$ cat src/lsu_consts.svh
// width constants for the load/store pipe, included by the package and the RTL that needs them
`ifndef LSU_CONSTS_SVH
`define LSU_CONSTS_SVH

// data word width, one RV32I register
`define LSU_XLEN 32

// destination register index width
`define LSU_REG_W 5

// one byte enable per byte lane of the data word
`define LSU_MBE_W 4

`endif

$ cat src/lsu_pkg.sv
// shared enums and packed structs of the load/store pipe, used by the RTL and the testbench
`default_nettype none

`include "lsu_consts.svh"

package lsu_pkg;

    typedef logic [`LSU_XLEN-1:0] word_t;
    typedef logic [`LSU_REG_W-1:0] reg_idx_t;

    // read on bit 1, write on bit 0
    typedef enum logic [1:0] {
        mem_none  = 2'b00,
        mem_write = 2'b01,
        mem_read  = 2'b10
    } mem_fn_t;

    typedef enum logic [1:0] {
        size_byte = 2'b00,
        size_half = 2'b01,
        size_word = 2'b10
    } mem_size_t;

    typedef enum logic {
        ext_signed = 1'b0,
        ext_zero   = 1'b1
    } load_ext_t;

    // all zero is an empty op
    typedef struct packed {
        mem_fn_t   fn;
        mem_size_t size;
        load_ext_t ext;
        logic      has_rd;
        reg_idx_t  rd;
    } mem_op_t;

    typedef struct packed {
        mem_op_t op;
        word_t   base;
        word_t   offset;
        word_t   value;
    } lsu_issue_t;

    // addr is the full byte address, wdata already shifted to its lanes
    typedef struct packed {
        mem_op_t                op;
        word_t                  addr;
        word_t                  wdata;
        logic [`LSU_MBE_W-1:0]  mbe;
    } agu_out_t;

    typedef struct packed {
        word_t                  addr;
        word_t                  wdata;
        logic                   read;
        logic                   write;
        logic [`LSU_MBE_W-1:0]  mbe;
    } mem_req_t;

    typedef struct packed {
        logic     valid;
        reg_idx_t rd;
        word_t    value;
    } wb_t;

endpackage

`default_nettype wire

$ cat src/load_store_unit.sv
// top level of the load/store pipe, connects address stage, request stage and load return
`default_nettype none

module load_store_unit (
    input  logic                clk,
    input  logic                rst,
    input  lsu_pkg::lsu_issue_t issue,
    input  logic                flush,
    output logic                busy,
    output lsu_pkg::mem_req_t   req,
    input  lsu_pkg::word_t      data_rdata,
    input  logic                data_resp,
    output lsu_pkg::wb_t        wb
);

    lsu_pkg::agu_out_t agu;
    lsu_pkg::mem_op_t  held_op;
    lsu_pkg::word_t    held_addr;

    // busy doubles as the stall of the address stage
    lsu_address_gen u_address_gen (
        .clk   (clk),
        .rst   (rst),
        .flush (flush),
        .stall (busy),
        .issue (issue),
        .agu   (agu)
    );

    lsu_request_stage u_request_stage (
        .clk       (clk),
        .rst       (rst),
        .agu       (agu),
        .data_resp (data_resp),
        .req       (req),
        .busy      (busy),
        .held_op   (held_op),
        .held_addr (held_addr)
    );

    lsu_load_return u_load_return (
        .clk        (clk),
        .rst        (rst),
        .held_op    (held_op),
        .held_addr  (held_addr),
        .data_rdata (data_rdata),
        .data_resp  (data_resp),
        .wb         (wb)
    );

endmodule : load_store_unit

`default_nettype wire

$ cat src/lsu_address_gen.sv
// address stage of the load/store pipe: issue register, byte address, byte enables, store lanes
`default_nettype none

`include "lsu_consts.svh"

module lsu_address_gen (
    input  logic              clk,
    input  logic              rst,
    input  logic              flush,
    input  logic              stall,
    input  lsu_pkg::lsu_issue_t issue,
    output lsu_pkg::agu_out_t   agu
);

    // control part of the issue register
    lsu_pkg::mem_op_t op_q;

    // operands travel with the op
    lsu_pkg::word_t base_q;
    lsu_pkg::word_t offset_q;
    lsu_pkg::word_t value_q;

    lsu_pkg::word_t        addr;
    lsu_pkg::word_t        wdata;
    logic [`LSU_MBE_W-1:0] mbe;

    // op is held while the request stage waits on memory
    always_ff @(posedge clk) begin
        if (rst) begin
            op_q <= '0;
        end else if (!stall) begin
            if (flush) begin
                // empty op, fn reads as none
                op_q <= '0;
            end else begin
                op_q <= issue.op;
            end
        end
    end

    always_ff @(posedge clk) begin
        if (!stall) begin
            base_q   <= issue.base;
            offset_q <= issue.offset;
            value_q  <= issue.value;
        end
    end

    assign addr = base_q + offset_q;

    // enables follow the access size and the low address bits
    always_comb begin
        case (op_q.size)
            lsu_pkg::size_byte: begin
                mbe = `LSU_MBE_W'(1) << addr[1:0];
            end
            lsu_pkg::size_half: begin
                mbe = `LSU_MBE_W'(2'b11) << {addr[1], 1'b0};
            end
            default: begin
                mbe = '1;
            end
        endcase
    end

    // move the store value up to its byte lane
    assign wdata = value_q << {addr[1:0], 3'b000};

    always_comb begin
        agu = '{
            op:    op_q,
            addr:  addr,
            wdata: wdata,
            mbe:   mbe
        };
    end

endmodule : lsu_address_gen

`default_nettype wire

$ cat src/lsu_load_return.sv
// load return of the load/store pipe: lane select, sign or zero extension, writeback register
`default_nettype none

`include "lsu_consts.svh"

module lsu_load_return (
    input  logic             clk,
    input  logic             rst,
    input  lsu_pkg::mem_op_t held_op,
    input  lsu_pkg::word_t   held_addr,
    input  lsu_pkg::word_t   data_rdata,
    input  logic             data_resp,
    output lsu_pkg::wb_t     wb
);

    logic [7:0]     lane_b;
    logic [15:0]    lane_h;
    lsu_pkg::word_t load_val;

    logic              valid_q;
    lsu_pkg::reg_idx_t rd_q;
    lsu_pkg::word_t    value_q;

    assign lane_b = data_rdata[{held_addr[1:0], 3'b000} +: 8];
    assign lane_h = data_rdata[{held_addr[1], 4'b0000} +: 16];

    always_comb begin
        case (held_op.size)
            lsu_pkg::size_byte: begin
                if (held_op.ext == lsu_pkg::ext_signed) begin
                    load_val = {{(`LSU_XLEN-8){lane_b[7]}}, lane_b};
                end else begin
                    load_val = {{(`LSU_XLEN-8){1'b0}}, lane_b};
                end
            end
            lsu_pkg::size_half: begin
                if (held_op.ext == lsu_pkg::ext_signed) begin
                    load_val = {{(`LSU_XLEN-16){lane_h[15]}}, lane_h};
                end else begin
                    load_val = {{(`LSU_XLEN-16){1'b0}}, lane_h};
                end
            end
            default: begin
                load_val = data_rdata;
            end
        endcase
    end

    // stores carry has_rd low, so only loads write back
    always_ff @(posedge clk) begin
        if (rst) begin
            valid_q <= 1'b0;
        end else begin
            valid_q <= held_op.has_rd && data_resp;
        end
    end

    always_ff @(posedge clk) begin
        rd_q    <= held_op.rd;
        value_q <= load_val;
    end

    always_comb begin
        wb = '{
            valid: valid_q,
            rd:    rd_q,
            value: value_q
        };
    end

endmodule : lsu_load_return

`default_nettype wire

$ cat src/lsu_request_stage.sv
// request stage of the load/store pipe: holds the request in flight, drives the bus, makes busy
`default_nettype none

`include "lsu_consts.svh"

module lsu_request_stage (
    input  logic              clk,
    input  logic              rst,
    input  lsu_pkg::agu_out_t agu,
    input  logic              data_resp,
    output lsu_pkg::mem_req_t req,
    output logic              busy,
    output lsu_pkg::mem_op_t  held_op,
    output lsu_pkg::word_t    held_addr
);

    lsu_pkg::mem_op_t      op_q;
    lsu_pkg::word_t        addr_q;
    lsu_pkg::word_t        wdata_q;
    logic [`LSU_MBE_W-1:0] mbe_q;

    lsu_pkg::agu_out_t held;
    lsu_pkg::agu_out_t bus_src;

    // waiting on memory as long as a real op has no response yet
    assign busy = (op_q.fn != lsu_pkg::mem_none) && !data_resp;

    always_ff @(posedge clk) begin
        if (rst) begin
            op_q <= '0;
        end else if (!busy) begin
            op_q <= agu.op;
        end
    end

    always_ff @(posedge clk) begin
        if (!busy) begin
            addr_q  <= agu.addr;
            wdata_q <= agu.wdata;
            mbe_q   <= agu.mbe;
        end
    end

    always_comb begin
        held = '{
            op:    op_q,
            addr:  addr_q,
            wdata: wdata_q,
            mbe:   mbe_q
        };
    end

    // a stalled request keeps the bus, otherwise the next op goes out at once
    assign bus_src = busy ? held : agu;

    always_comb begin
        req = '{
            addr:  {bus_src.addr[`LSU_XLEN-1:2], 2'b00},
            wdata: bus_src.wdata,
            read:  bus_src.op.fn == lsu_pkg::mem_read,
            write: bus_src.op.fn == lsu_pkg::mem_write,
            mbe:   bus_src.mbe
        };
    end

    // load return needs the op and the low address bits of the held request
    assign held_op   = op_q;
    assign held_addr = addr_q;

endmodule : lsu_request_stage

`default_nettype wire

$ cat config.mk
export PLATFORM = sky130hd
export DESIGN_NAME = load_store_unit
export DESIGN_NICKNAME = d
export VERILOG_FILES = /design/src/lsu_pkg.sv /design/src/load_store_unit.sv /design/src/lsu_address_gen.sv /design/src/lsu_load_return.sv /design/src/lsu_request_stage.sv
export VERILOG_INCLUDE_DIRS = /design/src
export SDC_FILE = /design/constraint.sdc
export NUM_CORES = 1
export LEC_CHECK = 0
export BUFFER_PORTS_ARGS = -buffer_cell sky130_fd_sc_hd__buf_2
export CAP_MARGIN = 20
export CORE_ASPECT_RATIO = 1.4
export CORE_UTILIZATION = 53
export CTS_CLUSTER_SIZE = 20
export DETAILED_ROUTE_END_ITERATION = 10
export GPL_ROUTABILITY_DRIVEN = 0
export PLACE_DENSITY = 0.81
export SLEW_MARGIN = 0
export SYNTH_ARGS = -nofsm -noshare
export SYNTH_HDL_FRONTEND = slang
export SYNTH_SLANG_ARGS = --single-unit
$ cat constraint.sdc
create_clock -name clk -period 21.3 [get_ports clk]
set_input_delay 2.13 -clock clk [delete_from_list [all_inputs] [get_ports clk]]
set_output_delay 2.13 -clock clk [all_outputs]
set_load 0.05 [all_outputs]
# Word-level counts from Yosys, hierarchy flattened
# Cells that the tools add are included.
dict set report op_classes {
  addsub 1
  n_mul 0
  n_div 0
  order_cmp 0
  eq_ne 4
  shifts 5
  muxes 6
  bitwise 0
  reduce_logical 6
}
# op count
set op_table {}
lappend op_table {{2-to-1 mux 79 bit} 1}
lappend op_table {{2-to-1 mux 32 bit} 2}
lappend op_table {{case mux 32 bit (2 select lines)} 1}
lappend op_table {{adder 32 bit} 1}
lappend op_table {{indexed part select 32 x 6 -> 16 bit} 1}
lappend op_table {{indexed part select 32 x 6 -> 8 bit} 1}
lappend op_table {{<< shifter 32 x 5 -> 32 bit} 1}
lappend op_table {{2-to-1 mux 11 bit} 1}
lappend op_table {{case mux 4 bit (2 select lines)} 1}
lappend op_table {{equality test 2 x 1 -> 1 bit (second input constant)} 3}
lappend op_table {{zero test 2 bit} 2}
lappend op_table {{<< shifter 1 x 2 -> 4 bit (first input constant)} 1}
lappend op_table {{<< shifter 2 x 2 -> 4 bit (first input constant)} 1}
lappend op_table {{equality test 2 bit (second input constant)} 1}
lappend op_table {{logical AND 1 bit} 2}
lappend op_table {{nonzero test 2 bit} 1}
lappend op_table {{zero test 1 bit} 1}
dict set report word_totals {
  register_bits 224
  latch_bits 0
  ramBits 0
  rom_bits 0
  input_bits 143
  output_inout_bits 109
  wordCells 41
  n_memories 0
}

# Longest topological paths before layout
# Gate-level depths: netlist of the first run.
dict set report depth {
  ltp_word 5
  ltp_mapped 10
  depth_no_buf 10
}

# Cells and area by module
# A second synthesis of the first run with hierarchy kept.
dict set report hier_totals {
  cells_unflattened 972
  hier_area_um2 10354.9
}
# mod n_inst cells_each area_per_inst_um2 seq_area_each_um2
set modules_own_cells {}
lappend modules_own_cells {lsu_address_gen 1 480 5572.8 3103.0}
lappend modules_own_cells {lsu_request_stage 1 338 3337.0 2262.2}
lappend modules_own_cells {lsu_load_return 1 154 1445.1 760.7}

# Least setup slack after synthesis of the first run
# No wires, ideal clock.
dict set report synth_timing {
  path_kind {input to output}
  startpoint {input data_resp}
  endpoint {output req[40] (netlist name)}
  t_arrival_ns 8.025
  required_ns 19.170
  slack_ns 11.145
  cell_stages 6
  path_buffers 3
  cell_sequence {or2_2 clkbuf_1 clkbuf_1 clkbuf_1 nand2_1 nand2_1}
}
# element line_no
set synth_rtl {}
lappend synth_rtl {{start, declared} load_store_unit.sv:12} ;# input logic data_resp,
lappend synth_rtl {{end, declared} load_store_unit.sv:10} ;# output lsu_pkg::mem_req_t req,

==> results_dict.tcl, run 1 <==
set metrics [dict create \
    grt_first_pass_wirelength_mm 36.19 \
    cp-end-kind "primary output" \
    detail-route-antenna-nets 0 \
    worstPathArrival_ps 4950 \
    ys_types 66 \
    setup_slack_ps 14220 \
    clock.fmax_mhz 141.3 \
    clk-insertion-delay-late_ps 490 \
    cp_max_fo 71 \
    grt_start_max_net_pins 78 \
    drc_errors 0 \
    power_density_mw_per_mm2 110.0 \
    synth_area_leaders "sky130_fd_sc_hd__edfxtp_1, sky130_fd_sc_hd__dfxtp_1, sky130_fd_sc_hd__mux2_2" \
    drt_iter0_drc 427 \
    critPathLaunchType "input pin" \
    run_status "finished clean" \
    design.die.area_mm2 0.02020 \
    p_leak_nw 5.430 \
    setup_viol 0 \
    vias 7637 \
    tritoncts.num_buffers 21 \
    post_cts_resized 0 \
    ys_warn_count 0 \
    syn_to_final_growth_pct 20.71 \
    syn-cell-area_mm2 0.01040 \
    power.ir.vdd_worst_uv 74.75 \
    core_area_mm2 0.01922 \
    cts_htree_levels 1 \
    amount_of_wire_on_met2_after_detailed_routing_mm 12.31 \
    globalRoute.totalOverflow 0 \
    top_layer_used "met4" \
    clkSlewWorstSetupHoldPaths_ps 60 \
    finalHoldViolCount 0 \
    ff_latch_area_mm2 0.006126 \
    max_cap_violations 0 \
    synth_largest_type_area_fraction_pct 47.35 \
    drt-vias-per-instance 5.522 \
    first_global_vias 7501 \
    std_cell_rows 60 \
    worstHoldPathCells 0 \
    multi_input_comb_area_mm2 0.004045 \
    drt_pass1_iterations 5 \
    syn_avg_cell_area_um2 11.83 \
    wire_per_inst_um 16.94 \
    time_the_worst_path_needs_with_i_o_delays_and_setup_ps 7077 \
    hp-class "flop to flop" \
    routedLengthMet1_mm 8.368 \
    cts.root.buffer_cell "sky130_fd_sc_hd__clkbuf_16" \
    die_h_um 167.8 \
    drt_wl_total_mm 23.42 \
    critical_path_required_ps 19170 \
    async_flop_share_pct 0 \
    initial_core_util_pct 54.12 \
    synthCells 879 \
    pre_cts_slack_ps 14230 \
    postSynthRegisterBits 224 \
    postCtsSetupBuffers 0 \
    most_numerous_cell_types_in_the_synthesized_netlist "sky130_fd_sc_hd__edfxtp_1, sky130_fd_sc_hd__nand2_1, sky130_fd_sc_hd__a21oi_1, sky130_fd_sc_hd__mux2_2, sky130_fd_sc_hd__dfxtp_1" \
    ioPinCount 252 \
    most_repeated_cell_in_the_gate_level_netlist_after_synthesis "sky130_fd_sc_hd__edfxtp_1" \
    worstRegToRegCells 6 \
    dp.final_hpwl_mm 17.10 \
    crit_path_category "input pin to primary output" \
    clock_tree_from_tritoncts "done" \
    timing.clock.skew_ps 11.26 \
    groute.usage.overall_pct 22.70 \
    clock_sink_count 224 \
    finalSetupTns_ps 0 \
    count_of_flip_flops_with_a_built_in_enable_after_synthesis 164 \
    fillCellCount 1478 \
    antenna_found_initial 3 \
    synth-main-ff-cell "sky130_fd_sc_hd__edfxtp_1" \
    final_layout_size_suffix_gt1_share_pct 32.33 \
    cts_hold_repair.buffers 0 \
    timing.final.max_slew_violations 0 \
    post-synth-top-area-cell "sky130_fd_sc_hd__edfxtp_1" \
    worst-slew-pin-transition_ps 917.6 \
    min_period_over_period_pct 33.23 \
    setup_repair_after_global_routing_missed_its_margin "no" \
    synth.yosys.seq_area_share_pct 58.90 \
    holdWs_ps 354.0 \
    die_x_um 120.4 \
    ctsLongestPathBuffers 3 \
    layout.nets 1293 \
    met3WireLength_mm 1.400 \
    numPortBuffers 249 \
    maxSlewHeadroom_pct 37.25 \
]
## worst paths after layout
check / from / end / slack (ps)
worst max-delay path: data_resp / req[19] / 14220
worst min-delay path: u_request_stage.held_op[4] / u_load_return.rd_q[4] / 350
worst max register to register: u_address_gen.offset_q[15] / u_request_stage.held_addr[24] / 18140
worst min register to register: u_request_stage.held_op[4] / u_load_return.rd_q[4] / 350
## area by class of cell
class                   count  area share, %
flip-flops and latches    224          48.79
multi-input cells         597          32.22
repair buffers            258          10.46
clock buffers              28          4.803
well taps                 248          2.471
clock inverters             9         0.7175
inverters                  16         0.4783
diodes                      3        0.05979
## cell families after synthesis
| logic type | synth area share [%] |
|---|---|
| simple gates | 11.69 |
| compound gates | 11.93 |
| fa+ha+maj | 3.922 |
| other cells | 0.03605 |
| xor+xnor | 2.442 |
| flops | 58.90 |
| buf+inv | 2.273 |
| mux | 8.805 |
## power breakdown
group / internal, mW / switching, mW / leakage [nW]
combinational: 0.127 / 0.314 / 2.85
sequential: 0.542 / 0.0219 / 2.24
clock: 0.222 / 0.153 / 0.346
## worst max-delay path: stages
cell and delay (ps):
sky130_fd_sc_hd__buf_2 130, sky130_fd_sc_hd__or2_4 460, sky130_fd_sc_hd__buf_4 750, sky130_fd_sc_hd__buf_4 730
sky130_fd_sc_hd__mux2_2 420, sky130_fd_sc_hd__buf_2 220
## placed cells by master, fill, tap and decap left out, drive strengths merged, types with 3 or more instances in the layout
| cell type | instances |
|---|---|
| edfxtp | 164 |
| nand3 | 8 |
| ha | 31 |
| nand3b | 11 |
| nand2 | 131 |
| clkinv | 6 |
| diode | 3 |
| a31oi | 6 |
| and3 | 3 |
| dfxtp | 60 |
| a21o | 17 |
| nand4 | 6 |
| o21bai | 7 |
| xor2 | 7 |
| o22a | 8 |
| xnor2 | 22 |
| nand2b | 12 |
| and2 | 13 |
| nor4 | 3 |
| nor3 | 4 |
| mux2 | 65 |
| nor2 | 49 |
| buf | 258 |
| o31ai | 4 |
| mux2i | 18 |
| a21oi | 82 |
| a211oi | 4 |
| o21a | 3 |
| a221o | 8 |
| inv | 17 |
| and4 | 4 |
| a211o | 5 |
| nor2b | 12 |
| o21ai | 27 |
| clkbuf | 28 |
## registers in the layout, indices dropped and copies added, names as in the netlist
register,cells
u_address_gen.offset_q,32
u_load_return.rd_q,5
u_load_return.valid_q,1
u_request_stage.held_addr,32
u_address_gen.value_q,32
u_address_gen.base_q,32
u_request_stage.mbe_q,4
u_request_stage.held_op,11
u_load_return.value_q,32
u_address_gen.agu,11
u_request_stage.wdata_q,32
## per-layer routing
layer	GRT usage [%]	vias to the layer above
met5	0	-
met4	13.69	0
met3	4.257	94
met2	41.60	321
met1	23.70	3532
li1	-	3690
## stage by stage
| stage | utilization (%) | power, mW | instances | instance area, um^2 |
|---|---|---|---|---|
| 2_1_floorplan | - | 0.9077 | 880 | 10410 |
| 3_3_place_gp | 61.69 | 1.005 | 1343 | 11860 |
| 3_5_place_dp | 61.69 | 1.012 | 1343 | 11860 |
| 4_1_cts | 65.29 | 1.388 | 1380 | 12550 |
| 5_1_grt | 65.33 | 1.437 | 1383 | 12560 |
| 6_report | 65.33 | 1.381 | 1383 | 12560 |
(Power assumes the default switching activity.)
==> run 2: changes to the inputs <==
- clock period: 21.3 -> 6.95 ns (I/O delays scaled with it)
==> results_dict.tcl, run 2 (synthesized netlist as in run 1, its figures left out) <==
set metrics [dict create \
    run_status "finished clean" \
    timing.critical_path.slowest_cell_delay_ps 920 \
    setup_repair_after_global_routing_missed_its_margin "no" \
    cp-end-kind "primary output" \
    setup_viol 0 \
    grt_first_pass_wirelength_mm 35.63 \
    timing.clock.skew_ps 11.00 \
    final_layout_size_suffix_gt1_share_pct 32.45 \
    std_cell_rows 60 \
    layout.nets 1294 \
    place_area_mm2 0.01186 \
    clock_sink_count 224 \
    tritoncts.num_buffers 22 \
    critical-path-slowest-cell "sky130_fd_sc_hd__a2111oi_0" \
    final_util_pct 65.25 \
    die_h_um 167.8 \
    worstRegToRegCells 6 \
    first_global_vias 7410 \
    power.ir.vdd_worst_uv 234.9 \
    dp.final_hpwl_mm 16.95 \
    maxSlewHeadroom_pct 34.10 \
    holdWs_ps 352.4 \
    clock_tree_from_tritoncts "done" \
    worst-slew-pin-transition_ps 963.5 \
    crit_path_category "flop to primary output" \
    detail-route-antenna-nets 0 \
    hp-class "flop to flop" \
    clk-insertion-delay-late_ps 490 \
    wire_per_inst_um 16.66 \
    crit-reg2reg-launch "u_address_gen.offset_q[13]" \
    die_x_um 120.4 \
    worstReg2RegEnd "u_request_stage.held_addr[24]" \
    critical_path_required_ps 6250 \
    initial_core_util_pct 54.12 \
    cts_hold_repair.buffers 0 \
    drt-vias-per-instance 5.489 \
    drt_pass1_iterations 5 \
    highest_count_cells_in_the_layout_ignoring_fill_and_taps "sky130_fd_sc_hd__buf_2, sky130_fd_sc_hd__edfxtp_1, sky130_fd_sc_hd__nand2_1" \
    worstPathArrival_ps 3910 \
    finalSetupTns_ps 0 \
    drt_iter0_drc 503 \
    max_cap_violations 0 \
    cts_htree_levels 1 \
    p_total_mw 4.186 \
    globalRoute.totalOverflow 0 \
    grt_start_max_net_pins 83 \
    postCtsSetupBuffers 0 \
    cts.root.buffer_cell "sky130_fd_sc_hd__clkbuf_16" \
    clkSlewWorstSetupHoldPaths_ps 60 \
    drc_errors 0 \
    p_leak_nw 5.423 \
    ioPinCount 252 \
    holdCritStartpoint "u_request_stage.held_op[2]" \
    design.die.area_mm2 0.02020 \
    cell_mode_on_critical_path "sky130_fd_sc_hd__o21ai_0" \
    clock.fmax_mhz 217.2 \
    commonest_non_fill_non_tap_cell_in_the_layout "sky130_fd_sc_hd__buf_2" \
    setup_slack_ps 2346 \
    finalHoldViolCount 0 \
    final_instance_count_without_filler_cells 1386 \
    drt_wl_total_mm 23.09 \
    ctsLongestPathBuffers 3 \
    power_density_mw_per_mm2 333.8 \
    final_cell_area_mm2 0.01254 \
    placedCellCount 1343 \
    core_area_mm2 0.01922 \
    groute.usage.overall_pct 22.27 \
    numPortBuffers 249 \
    min_delay_worst_endpoint "u_load_return.rd_q[2]" \
    min_period_over_period_pct 66.24 \
    vias 7608 \
    critPathLaunchType "flop" \
    timing.final.max_slew_violations 0 \
    antenna_found_initial 4 \
    time_the_worst_path_needs_with_i_o_delays_and_setup_ps 4604 \
    cp_max_fo 6 \
    timing.reg2reg.setup_slack_ps 3790 \
    pre_cts_slack_ps 2853 \
    syn_to_final_growth_pct 20.56 \
    crit_path_cells "ha_1 > a21oi_1 > o21ai_0 > a2111oi_0 > o21ai_0 > xnor2_1 > mux2_2 > buf_2" \
    post_cts_resized 0 \
    worstHoldPathCells 0 \
]
==> run 2: cell types whose count changed in the layout (fill, tap and decap cells not counted) <==
| cell | change |
|---|---|
| sky130_fd_sc_hd__inv_4 | +1 |
| sky130_fd_sc_hd__clkbuf_1 | +1 |
| sky130_fd_sc_hd__diode_2 | +1 |
| sky130_fd_sc_hd__clkbuf_16 | +1 |
| sky130_fd_sc_hd__clkinv_2 | +1 |
| sky130_fd_sc_hd__bufinv_16 | -2 |
| sky130_fd_sc_hd__clkbuf_2 | +1 |
| sky130_fd_sc_hd__inv_1 | -1 |
==> run 2: final cells by class <==
class                      count  area (um^2)
fill                        1478         6679
sequential                   224         6126
multi-input combinational    597         4045
timing repair buffer         258         1314
clock buffer                  31        636.9
tap                          248        310.3
inverter                      16        60.06
clock inverter                 8        37.54
antenna                        4        10.01
==> run 2: power by group <==
group | total [mW] | internal, mW | leakage, nW | switching, mW
combinational | 1.35 | 0.390 | 2.85 | 0.963
clock | 1.10 | 0.637 | 0.339 | 0.468
sequential | 1.73 | 1.66 | 2.24 | 0.0650
total | 4.19 | 2.69 | 5.42 | 1.50
==> run 2: critical path: cells and delay by family, from the launching register on <==
kind / cells / cell delay (ps)
AO/OA/AOI/OAI: 4 / 1800
multiplexers: 1 / 210
XOR/XNOR: 1 / 360
adder cells (fa/ha/maj): 1 / 390
buffers and inverters: 1 / 260
flip-flops: 1 / 380
==> run 2: how the worst max path moves through the flow <==
stage / start / to / depth (start not counted)
floorplan: data_resp / req[40] / 6
global placement: data_resp / req[62] / 6
detailed placement: data_resp / req[34] / 6
CTS: u_address_gen.offset_q[13] / req[62] / 8
global route: u_address_gen.offset_q[13] / req[62] / 8
finish: u_address_gen.offset_q[13] / req[62] / 8
==> run 2: layer usage <==
| layer | global-route usage [%] | vias to the layer above | share of wire, % |
|---|---|---|---|
| met3 | 3.576 | 64 | 5.8 |
| met5 | 0 | - | 0 |
| met1 | 23.33 | 3535 | 37 |
| met4 | 11.97 | 0 | 4.5 |
| li1 | - | 3702 | - |
| met2 | 41.83 | 307 | 53 |
